[config.mk]
export PLATFORM = sky130hd
export DESIGN_NAME = cipher_terminal
export DESIGN_NICKNAME = d
export VERILOG_FILES = /design/src/terminal_pkg.sv /design/src/cipher_terminal.sv /design/src/hex_display.sv /design/src/message_store.sv /design/src/packet_receiver.sv /design/src/packet_sender.sv /design/src/key_decoder.sv
export SDC_FILE = /design/constraint.sdc
export NUM_CORES = 1
export LEC_CHECK = 0
export BUFFER_PORTS_ARGS = -buffer_cell sky130_fd_sc_hd__buf_2
export CORE_AREA = 3 3 228 118
export DETAILED_ROUTE_END_ITERATION = 7
export DIE_AREA = 0 0 231 121
export GPL_ROUTABILITY_DRIVEN = 0
export GPL_TIMING_DRIVEN = 0
export PLACE_DENSITY = 0.8
export SLEW_MARGIN = 0
export SYNTH_ARGS = -nofsm -noshare
export SYNTH_HDL_FRONTEND = slang
export SYNTH_HIERARCHICAL = 1
export SYNTH_SLANG_ARGS = --single-unit
[constraint.sdc]
create_clock -name scan_ready -period 3.2 [get_ports scan_ready]
set_input_delay 0.32 -clock scan_ready [delete_from_list [all_inputs] [get_ports scan_ready]]
set_output_delay 0.32 -clock scan_ready [all_outputs]
set_load 0.005 [all_outputs]
[src/terminal_pkg.sv]
// ########################################################################
// Shared definitions for the keyboard message terminal
//   byte, message, count and space-count types
//   scan-code constants and the send hold-off length
//   sender and receiver FSM state encodings
//   seven-segment pattern function
// ########################################################################

package terminal_pkg;

	typedef logic [7:0] byte_t;                      // Scan codes, characters, link data

	localparam int MSG_BYTES = 32;                   // Bytes in one encrypted message
	localparam int MSG_WORDS = MSG_BYTES / 2;        // 16-bit words shown on the digits
	localparam int IDX_W     = $clog2(MSG_BYTES);    // Buffer write index width

	typedef byte_t [MSG_BYTES-1:0] message_t;        // Byte 0 in the lowest bits
	typedef logic  [5:0]           count_t;          // 0 to 32 bytes held
	typedef logic  [9:0]           space_t;          // Wraps on overflow

	localparam byte_t SC_ENTER = 8'h5A;              // Enter make code
	localparam byte_t SC_SPACE = 8'h29;              // Space bar make code
	localparam byte_t SC_BREAK = 8'hF0;              // Key release prefix

	localparam int SEND_HOLDOFF = 64;                // Cycles between sends
	localparam int HOLD_W       = $clog2(SEND_HOLDOFF);

	typedef enum logic [1:0]
	{
		SEND_IDLE,                                   // Ready for a new request
		SEND_OFFER,                                  // rdy high, waiting for ack
		SEND_RELEASE,                                // rdy low, waiting for ack to drop
		SEND_HOLD                                    // Hold-off count running
	} send_state_t;

	typedef enum logic
	{
		RECV_WAIT,                                   // Waiting for partner rdy
		RECV_ACK                                     // ack high until rdy drops
	} recv_state_t;

	// Active-low segments, bit 0 is segment a and bit 6 is segment g
	function automatic logic [6:0] seg_pattern(input logic [3:0] digit);
		case (digit)
			4'h0: seg_pattern = 7'b1000000;
			4'h1: seg_pattern = 7'b1111001;
			4'h2: seg_pattern = 7'b0100100;
			4'h3: seg_pattern = 7'b0110000;
			4'h4: seg_pattern = 7'b0011001;
			4'h5: seg_pattern = 7'b0010010;
			4'h6: seg_pattern = 7'b0000010;
			4'h7: seg_pattern = 7'b1111000;
			4'h8: seg_pattern = 7'b0000000;
			4'h9: seg_pattern = 7'b0010000;
			4'hA: seg_pattern = 7'b0001000;
			4'hB: seg_pattern = 7'b0000011;          // Lower case b
			4'hC: seg_pattern = 7'b1000110;
			4'hD: seg_pattern = 7'b0100001;          // Lower case d
			4'hE: seg_pattern = 7'b0000110;
			default: seg_pattern = 7'b0001110;       // F
		endcase
	endfunction

endpackage
[src/cipher_terminal.sv]
// ########################################################################
// Keyboard message terminal, top level
//   key decoder, link sender and receiver,
//   message buffer and seven-segment display
// ########################################################################
`timescale 1ns/1ps

module cipher_terminal
	import terminal_pkg::*;
(
	input  logic       scan_ready,                   // Clock
	input  logic       rst_n,
	input  byte_t      scan_code,                    // Keyboard side
	input  logic       scan_valid,
	output logic       tx_rdy,                       // Outgoing link
	output byte_t      tx_data,
	input  logic       tx_ack,
	input  logic       rx_rdy,                       // Incoming link
	input  byte_t      rx_data,
	output logic       rx_ack,
	input  logic [3:0] word_sel,
	output logic [6:0] hex0,
	output logic [6:0] hex1,
	output logic [6:0] hex2,
	output logic [6:0] hex3,
	output logic       send_ready,
	output space_t     space_count,
	output count_t     byte_count
);

	byte_t    cur_char;
	logic     send_req;
	logic     byte_valid;
	byte_t    byte_data;
	message_t message;

	key_decoder key_decoder_i
	(
		.scan_ready  (scan_ready),
		.rst_n       (rst_n),
		.scan_code   (scan_code),
		.scan_valid  (scan_valid),
		.cur_char    (cur_char),
		.space_count (space_count),
		.send_req    (send_req)
	);

	packet_sender packet_sender_i
	(
		.scan_ready (scan_ready),
		.rst_n      (rst_n),
		.send_req   (send_req),
		.cur_char   (cur_char),
		.tx_rdy     (tx_rdy),
		.tx_data    (tx_data),
		.tx_ack     (tx_ack),
		.send_ready (send_ready)
	);

	packet_receiver packet_receiver_i
	(
		.scan_ready (scan_ready),
		.rst_n      (rst_n),
		.rx_rdy     (rx_rdy),
		.rx_data    (rx_data),
		.rx_ack     (rx_ack),
		.byte_valid (byte_valid),
		.byte_data  (byte_data)
	);

	message_store message_store_i
	(
		.scan_ready (scan_ready),
		.rst_n      (rst_n),
		.byte_valid (byte_valid),
		.byte_data  (byte_data),
		.message    (message),
		.byte_count (byte_count)
	);

	hex_display hex_display_i
	(
		.message  (message),
		.word_sel (word_sel),
		.hex0     (hex0),
		.hex1     (hex1),
		.hex2     (hex2),
		.hex3     (hex3)
	);

endmodule

[src/hex_display.sv]
// ########################################################################
// Seven-segment word display
//   picks one 16-bit word of the message by word_sel
//   and drives four active-low digits, hex0 lowest nibble
// ########################################################################
`timescale 1ns/1ps

module hex_display
	import terminal_pkg::*;
(
	input  message_t                     message,
	input  logic [$clog2(MSG_WORDS)-1:0] word_sel,   // Word 0 to 15
	output logic [6:0]                   hex0,
	output logic [6:0]                   hex1,
	output logic [6:0]                   hex2,
	output logic [6:0]                   hex3
);

	byte_t       lo_byte;
	byte_t       hi_byte;
	logic [15:0] word;

	// Bytes 2*sel and 2*sel+1, higher index in the upper half
	assign lo_byte = message[{word_sel, 1'b0}];
	assign hi_byte = message[{word_sel, 1'b1}];
	assign word    = {hi_byte, lo_byte};

	assign hex0 = seg_pattern(word[3:0]);            // Lowest nibble
	assign hex1 = seg_pattern(word[7:4]);
	assign hex2 = seg_pattern(word[11:8]);
	assign hex3 = seg_pattern(word[15:12]);          // Highest nibble

endmodule

[src/message_store.sv]
// ########################################################################
// Message buffer
//   32 received bytes stored in arrival order,
//   saturating byte count, extra bytes discarded
// ########################################################################
`timescale 1ns/1ps

module message_store
	import terminal_pkg::*;
(
	input  logic     scan_ready,
	input  logic     rst_n,
	input  logic     byte_valid,                     // From receiver
	input  byte_t    byte_data,
	output message_t message,                        // Byte 0 at the bottom
	output count_t   byte_count
);

	logic            full;
	logic [IDX_W-1:0] wr_idx;

	assign full   = (byte_count == count_t'(MSG_BYTES));
	assign wr_idx = byte_count[IDX_W-1:0];           // Next free slot

	always_ff @(posedge scan_ready or negedge rst_n)
	begin
		if (!rst_n)
		begin
			message    <= '0;
			byte_count <= '0;
		end
		else if (byte_valid && !full)
		begin
			message[wr_idx] <= byte_data;
			byte_count      <= byte_count + 1'b1;
		end
	end

	// Bytes past the 32nd still complete the handshake upstream,
	// they just never reach the buffer

endmodule

[src/packet_receiver.sv]
// ########################################################################
// Incoming link receiver
//   four-phase rdy/ack handshake, one byte latched and
//   reported with a single-cycle valid pulse per transfer
// ########################################################################
`timescale 1ns/1ps

module packet_receiver
	import terminal_pkg::*;
(
	input  logic  scan_ready,
	input  logic  rst_n,
	input  logic  rx_rdy,                            // Partner offers a byte
	input  byte_t rx_data,
	output logic  rx_ack,
	output logic  byte_valid,                        // One pulse per byte
	output byte_t byte_data
);

	recv_state_t state;

	assign rx_ack = (state == RECV_ACK);

	// Data latched as the offer is seen
	always_ff @(posedge scan_ready)
	begin
		if ((state == RECV_WAIT) && rx_rdy)
			byte_data <= rx_data;
	end

	always_ff @(posedge scan_ready or negedge rst_n)
	begin
		if (!rst_n)
		begin
			state      <= RECV_WAIT;
			byte_valid <= 1'b0;
		end
		else
		begin
			byte_valid <= 1'b0;
			case (state)
				RECV_WAIT:
				begin
					if (rx_rdy)
					begin
						state      <= RECV_ACK;      // ack and valid together
						byte_valid <= 1'b1;
					end
				end
				RECV_ACK:
				begin
					if (!rx_rdy)
						state <= RECV_WAIT;          // Partner released, drop ack
				end
				default: state <= RECV_WAIT;
			endcase
		end
	end

endmodule

[src/packet_sender.sv]
// ########################################################################
// Outgoing link sender
//   four-phase rdy/ack handshake for one byte per request,
//   followed by a fixed hold-off before the next send
// ########################################################################
`timescale 1ns/1ps

module packet_sender
	import terminal_pkg::*;
(
	input  logic  scan_ready,
	input  logic  rst_n,
	input  logic  send_req,                          // From key decoder
	input  byte_t cur_char,
	output logic  tx_rdy,
	output byte_t tx_data,
	input  logic  tx_ack,
	output logic  send_ready                         // High only when idle
);

	send_state_t       state;
	logic [HOLD_W-1:0] hold_cnt;                     // Cycles spent in hold-off
	logic              accept;

	assign accept     = (state == SEND_IDLE) && send_req;   // Requests drop otherwise
	assign send_ready = (state == SEND_IDLE);
	assign tx_rdy     = (state == SEND_OFFER);

	// Byte captured at the accepted request, stable through the offer
	always_ff @(posedge scan_ready)
	begin
		if (accept)
			tx_data <= cur_char;
	end

	always_ff @(posedge scan_ready or negedge rst_n)
	begin
		if (!rst_n)
		begin
			state    <= SEND_IDLE;
			hold_cnt <= '0;
		end
		else
		begin
			case (state)
				SEND_IDLE:
				begin
					if (accept)
						state <= SEND_OFFER;
				end
				SEND_OFFER:
				begin
					if (tx_ack)
						state <= SEND_RELEASE;       // Drop rdy next cycle
				end
				SEND_RELEASE:
				begin
					if (!tx_ack)
					begin
						state    <= SEND_HOLD;
						hold_cnt <= '0;
					end
				end
				SEND_HOLD:
				begin
					if (hold_cnt == HOLD_W'(SEND_HOLDOFF - 1))
						state <= SEND_IDLE;          // Exactly SEND_HOLDOFF cycles
					else
						hold_cnt <= hold_cnt + 1'b1;
				end
				default: state <= SEND_IDLE;
			endcase
		end
	end

endmodule

[src/key_decoder.sv]
// ########################################################################
// Scan-code decoder
//   hex-key make codes to ASCII, space bar counter,
//   Enter send request, break-prefix suppression
// ########################################################################
`timescale 1ns/1ps

module key_decoder
	import terminal_pkg::*;
(
	input  logic   scan_ready,                       // Clock, one edge per domain tick
	input  logic   rst_n,
	input  byte_t  scan_code,
	input  logic   scan_valid,
	output byte_t  cur_char,                         // Last hex character typed
	output space_t space_count,
	output logic   send_req                          // One-cycle pulse on Enter
);

	logic  break_seen;                               // Previous code was SC_BREAK
	logic  hex_hit;
	byte_t hex_char;

	// Hex-key table, anything else is a miss
	always_comb
	begin
		hex_hit  = 1'b1;
		hex_char = 8'h00;
		case (scan_code)
			8'h45: hex_char = "0";
			8'h16: hex_char = "1";
			8'h1E: hex_char = "2";
			8'h26: hex_char = "3";
			8'h25: hex_char = "4";
			8'h2E: hex_char = "5";
			8'h36: hex_char = "6";
			8'h3D: hex_char = "7";
			8'h3E: hex_char = "8";
			8'h46: hex_char = "9";
			8'h1C: hex_char = "A";
			8'h32: hex_char = "B";
			8'h21: hex_char = "C";
			8'h23: hex_char = "D";
			8'h24: hex_char = "E";
			8'h2B: hex_char = "F";
			default: hex_hit = 1'b0;
		endcase
	end

	always_ff @(posedge scan_ready or negedge rst_n)
	begin
		if (!rst_n)
		begin
			cur_char    <= '0;
			space_count <= '0;
			send_req    <= 1'b0;
			break_seen  <= 1'b0;
		end
		else
		begin
			send_req <= 1'b0;                        // Pulse by default
			if (scan_valid)
			begin
				if (scan_code == SC_BREAK)
					break_seen <= 1'b1;
				else if (break_seen)
					break_seen <= 1'b0;              // Release code swallowed
				else
				begin
					if (hex_hit)
						cur_char <= hex_char;
					if (scan_code == SC_ENTER)
						send_req <= 1'b1;
					if (scan_code == SC_SPACE)
						space_count <= space_count + 1'b1;   // Wraps at 1024
				end
			end
		end
	end

endmodule

==> results.tsv, run 1 <==
metric	value	unit
reg-to-reg setup timing slack	0.94	ns
sequential cell area	7740	um2
hold path startpoint	scan_valid	
asr flop ratio synth	0.948	
pwr dens	716	nW/um2
maximum level of the CTS H-tree	1	
Worst-path clk slew	0.07	ns
router iterations before antenna repair	5	
Register-to-Register Path Depth	5	
IO Count	80	
dpl cells	1520	
leakage power	8.13	nW
hold path depth	2	
global-route wire length before repair	58300	um
initial antenna violation count	3	
Fmax achieved	308	MHz
Worst-Margin Slew	0.872	ns
aggregate global-route resource usage	0.272	
Post-synth EDFFs	16	
total wire length	38000	um
Multi-input gate area	7340	um2
Clock Sinks	306	
most common cell after layout, fill and taps aside	dfrtp_1	
failing checks	setup timing	
Vias/cell	6.23	
cts bufs inserted	28	
share of cells above drive strength 1	0.454	
post-route clock period utilization	1.01	
port buffer count	75	
fill cell count	1675	
Worst EP arrival	2.93	ns
#FFs+latches synth	306	
Critical Path Source Type	register	
die area	28000	um2
Syn. warnings	6	
Max Cap Violations	0	
# rows	41	
post-synth top area share	0.468	
vias in the first global route	10300	
TritonCTS clock tree	done	
CTS max path bufs	3	
status	complete, but fails checks	
Syn Nets	1159	
Hold WC Path Type	input port to register	
register area share after synthesis	0.499	
main flop type after synthesis	dfrtp_1	
Setup Viol. Count Final	1	
hpwl dp	25100	um
Final Util	0.704	
RR Endpoint	message_store_i/message[11]	
endpoint class of the critical path	output pin	
non-filler cells, final	1588	
Syn Inst Count	1099	
Hold Path End	key_decoder_i/break_seen	
pin count of the biggest net entering global routing	125	
Die Ht	121	um
unrepaired setup endpoints after global routing	yes	
Syn-to-layout area delta	13.8	%
dominant cell type by area after synthesis	dfrtp_1	
post-route ant nets	0	
number of distinct standard cells referenced by the synthesized netlist	84	
final setup margin	-0.0475	ns
worst r2r src	message_store_i/byte_count[0]	
CP max FO	4	
fin. max-slew vios	0	
clock root buffer	clkbuf_16	
Chip Width	231	um
synth top area cells	dfrtp_1, mux2_2, mux4_2	
core area	25000	um2
Final min period	3.25	ns
initial core utilization	0.619	
GR Overflow Total	0	
Nets	1282	
routed via count	9886	
worst path required time	2.88	ns
Final Hold Viols	0	
DR WL/cell	23.9	um
1st-iter DRT viols	820	
Mapped Avg Cell Area	14.1	um2
Setup Skew	0.0184	ns
commonest cells after routing, fill and taps aside	dfrtp_1, mux2_2, buf_2	
Mapped Area	15500	um2
Crit Path Category	register to output pin	
Clock Latency Late Sink	0.55	ns
slew margin rel.	0.417	
Max IR drop VDD	0.432	mV
Post-route DRC	0	
-- metrics by stage --
stage          total power [mW]  TNS (ns)  hold slack, ns  area [um2]  setup WS [ns]
4_1_cts                    12.6   -0.0145          0.0355       17500        -0.0145
3_3_place_gp               8.85   -932.76           0.446       16300          -3.19
3_5_place_dp               9.11    -14.48           0.309       16400         -0.740
6_report                   12.6   -0.0475          0.0688       17600        -0.0475
5_1_grt                    13.3    -0.278          0.0543       17600        -0.0844
2_1_floorplan              8.05         0          0.0244       15500          0.273
-- final cells by class --
type,count,area share
flip-flops and latches,306,0.439
multi-input cells,688,0.417
clock buffers,41,0.0460
repair buffers,93,0.0338
plain buffers,74,0.0270
well taps,344,0.0244
inverters,31,0.00660
clock inverters,9,0.00618
diodes,2,0.000284
-- worst max-delay path: stages, from the launching register on --
cell and delay, ns:
dfrtp_1 0.40, mux4_2 0.49, mux4_2 0.62, ha_4 0.22, mux2_4 0.27, mux2_4 0.26, buf_6 0.11
-- repair_timing --
| item | 4_1_cts | 5_1_grt |
|---|---|---|
| pin swaps | 3 | 8 |
| hold buffers | 10 | 0 |
| hold endpoints to repair | 77 | 0 |
| endpoints found under the setup margin | 28 | 26 |
| resized for setup | 38 | 25 |
| buffers inserted | 3 | 3 |
-- layer usage --
layer  wire length, um  vias to the layer above  track usage
li1                  -                     4309            -
met1             16300                     5149        0.370
met2             18000                      350        0.448
met3              2700                       76       0.0661
met4               934                        2       0.0704
met5                12                        -            0
-- power by group --
group	internal (mW)	switching [mW]	leakage, nW
clock network	1.92	1.44	0.452
logic	2.02	1.71	3.64
registers	4.93	0.586	4.04
-- worst max path at each step --
| stage | depth (start not counted) | endpoint | slack (ns) | start |
|---|---|---|---|---|
| global placement | 1 | packet_sender_i/state[0] | -3.19 | rst_n |
| detailed placement | 11 | hex1[5] | -0.74 | word_sel[1] |
| global route | 6 | hex3[3] | -0.08 | message_store_i/message[253] |
| floorplan | 11 | hex0[1] | 0.27 | word_sel[0] |
| CTS | 6 | hex3[3] | -0.01 | message_store_i/message[253] |
| finish | 6 | hex3[3] | -0.05 | message_store_i/message[237] |
-- registers in the layout, indices dropped and copies added, names as in the netlist, 2 cells and up --
name                         count
packet_receiver_i/byte_data      8
message_store_i/byte_count       6
key_decoder_i/cur_char           6
packet_sender_i/state            2
key_decoder_i/space_count       10
packet_sender_i/tx_data          8
message_store_i/message        256
packet_sender_i/hold_cnt         6
-- synth_stat cells (10+ instances only) --
cell type	number
edfxtp_1	16
nor3b_1	13
nor2b_1	12
xnor2_1	12
nand3_1	13
mux4_2	57
a22oi_1	28
clkbuf_1	38
inv_1	31
dfrtp_1	290
nor2_1	15
nand2_1	37
o21ai_0	10
buf_2	19
mux2_2	253
mux2i_1	21
ha_1	35
nor2_2	24
-- cells by family (layout without fill, tap and decap cells) --
family | after synthesis | in the layout | share of synthesized area
mux | 355 | 355 | 0.307
flops | 306 | 306 | 0.499
simple gates | 180 | 180 | 0.0727
buf+inv | 105 | 248 | 0.0329
compound gates | 99 | 99 | 0.0489
fa+ha+maj | 35 | 35 | 0.0283
xor+xnor | 18 | 18 | 0.0102
other cells | 1 | 3 | 0.000242
Note: power is estimated with default switching activity, not from simulation.
==> run 2, diff against run 1 <==
- CORE_AREA: 3 3 228 118 -> 3 3 204 206
- DIE_AREA: 0 0 231 121 -> 0 0 207 209
- PLACE_DENSITY: 0.8 -> not set
==> run 2 against run 1 <==
  * The run now ends clean
  * Utilization fell by 25 points
  * First-iteration DRC count fell by 34%
  * Critical path depth did not move
  * Hold slack improved by 0.0046 ns
  * Clock skew rose by 0.00058 ns
  * Via count fell by 3.4%
  * Register-to-register slack got worse by 0.04 ns
  * Clock-buffer cell count rose by 14
  * Highest routed layer is now met4
==> results.tsv, run 2 (synthesis gave the netlist of run 1 again) <==
metric	value	unit	change
biggest regs	message_store_i/message (256), key_decoder_i/space_count (10)		unchanged
slew margin rel.	0.401		was 0.417
Crit Path Category	register to output pin		unchanged
Place WS	-0.821	ns	was -0.740 ns
global-route wire length before repair	60000	um	was 58300 um
Nets	1290		was 1282
share of cells above drive strength 1	0.455		was 0.454
Multi-input gate area	7330	um2	was 7340 um2
Sw Share	0.288		was 0.296
dpl cells	1701		was 1520
switching power	3.78	mW	was 3.74 mW
Fmax achieved	315	MHz	was 308 MHz
Setup Skew	0.0190	ns	was 0.0184 ns
Pint	9.36	mW	was 8.88 mW
fill cell count	3638		was 1675
Worst EP arrival	2.85	ns	was 2.93 ns
GR Overflow Total	0		unchanged
Clock Power Share	0.304		was 0.267
Syn-to-layout area delta	16.7	%	was 13.8%
vias in the first global route	9989		was 10300
Comb power frac	0.278		was 0.296
Setup Viol. Count Final	0		was 1
CTS max path bufs	3		unchanged
1st-iter DRT viols	541		was 820
Die Ht	209	um	was 121 um
Worst-Margin Slew	0.897	ns	was 0.872 ns
CP max FO	4		unchanged
fin. max-slew vios	0		unchanged
worst hold slack	0.0734	ns	was 0.0688 ns
cts bufs inserted	36		was 28
DR WL/cell	21.4	um	was 23.9 um
IO Count	80		unchanged
Worst-path clk slew	0.06	ns	was 0.07 ns
max FFs per register	256		unchanged
die area	43300	um2	was 28000 um2
# rows	73		was 41
status	finished, final reports clean		was complete, but fails checks
Seq pwr share	0.418		was 0.437
router iterations before antenna repair	4		was 5
final setup margin	0.0283	ns	was -0.0475 ns
core area	39800	um2	was 25000 um2
worst path required time	2.88	ns	about the same
leakage power	8.26	nW	was 8.13 nW
Clock Latency Late Sink	0.52	ns	was 0.55 ns
Chip Width	207	um	was 231 um
sequential cell area	7740	um2	unchanged
Final min period	3.17	ns	was 3.25 ns
Reg with most FFs	message_store_i/message		unchanged
unrepaired setup endpoints after global routing	yes		unchanged
Hold WC Path Type	input port to register		unchanged
Post-route DRC	0		unchanged
non-filler cells, final	1784		was 1588
commonest cells after routing, fill and taps aside	dfrtp_1, mux2_2, buf_2		unchanged
maximum level of the CTS H-tree	2		was 1
Vias/cell	5.35		was 6.23
Max Cap Violations	0		unchanged
Critical Path Source Type	register		unchanged
clock root buffer	clkbuf_16		unchanged
TritonCTS clock tree	done		unchanged
pin count of the biggest net entering global routing	115		was 125
initial antenna violation count	0		was 3
pwr dens	727	nW/um2	was 716 nW/um2
post-route clock period utilization	0.991		was 1.01
Max IR drop VDD	0.398	mV	was 0.432 mV
post-route ant nets	0		unchanged
Tot Pwr	13.1	mW	was 12.6 mW
Clock Sinks	306		unchanged
Final Hold Viols	0		unchanged
total wire length	38100	um	was 38000 um
hpwl dp	25800	um	was 25100 um
endpoint class of the critical path	output pin		unchanged
initial core utilization	0.389		was 0.619
most common cell after layout, fill and taps aside	dfrtp_1		unchanged
port buffer count	75		unchanged
aggregate global-route resource usage	0.176		was 0.272
routed via count	9552		was 9886
run 2: cell count changes in the layout (fill, tap and decap cells not counted), moves of 3 or more:
| cell | before | now |
|---|---|---|
| clkbuf_1 | 38 | 41 |
| clkbuf_8 | 5 | 8 |
| a22oi_2 | 11 | 8 |
| a22oi_1 | 19 | 22 |
| inv_1 | 26 | 29 |
| clkbuf_16 | 29 | 38 |
| inv_2 | 5 | 2 |
run 2: cell type report:
cell class                 instances  share of cell area
timing repair buffer              93              0.0327
sequential                       306               0.428
antenna                            1            0.000138
clock inverter                    11             0.00512
multi-input combinational        688               0.406
inverter                          31             0.00643
tap                              525              0.0363
clock buffer                      55              0.0594
buffer                            74              0.0266
run 2: worst max-delay path, cell delays in order (launching register included):
cell     delay, ns
dfrtp_1       0.40
mux4_2        0.51
mux4_2        0.58
ha_4          0.20
mux2_4        0.26
mux2_4        0.27
buf_6         0.12
run 2: per-stage QoR:
step	TNS (ns)	utilization	area, um2
6_report	0	0.454	18100
5_1_grt	-0.0648	0.454	18100
4_1_cts	0	0.452	18000
3_5_place_dp	-16.21	0.417	16600
3_3_place_gp	-1068.29	0.415	16500
2_1_floorplan	0	-	15500
run 2: power by group through the flow:
stage,sequential [mW],combinational [mW],clock (mW)
after floorplan,5.35,2.70,0
after global placement,5.50,3.47,0
after detailed placement,5.54,3.57,0
after CTS,5.49,3.65,4.09
after global routing,5.63,4.04,4.25
final,5.49,3.66,4.00
run 2: path summary, 6_finish.rpt:
kind	startpoint	end	slack, ns	cells past startpoint
max	message_store_i/message[253]	hex3[3]	0.03	6
min	scan_valid	key_decoder_i/break_seen	0.07	2
max reg2reg	message_store_i/byte_count[0]	message_store_i/message[16]	0.90	5
min reg2reg	key_decoder_i/cur_char[3]	packet_sender_i/tx_data[3]	0.45	0
max in group asynchronous	rst_n	key_decoder_i/space_count[3]	1.45	4
min in group asynchronous	rst_n	message_store_i/message[48]	0.37	2
run 2: routing by layer:
| metal | global-route usage | routed length, um | part of all wire | vias to the layer above |
|---|---|---|---|---|
| met3 | 0.0251 | 1310 | 0.034 | 47 |
| met5 | 0 | 0 | 0 | - |
| met4 | 0.0468 | 798 | 0.021 | 0 |
| met2 | 0.289 | 18100 | 0.48 | 185 |
| li1 | - | - | - | 4346 |
| met1 | 0.247 | 17900 | 0.47 | 4974 |
run 2: repair_timing:
action | in CTS | in global routing
hold buffers | 10 | 0
pin swaps | 2 | 9
setup endpoints to repair | 28 | 23
endpoints found under the hold margin | 84 | 0
gates resized for setup | 39 | 18
setup buffers | 3 | 3
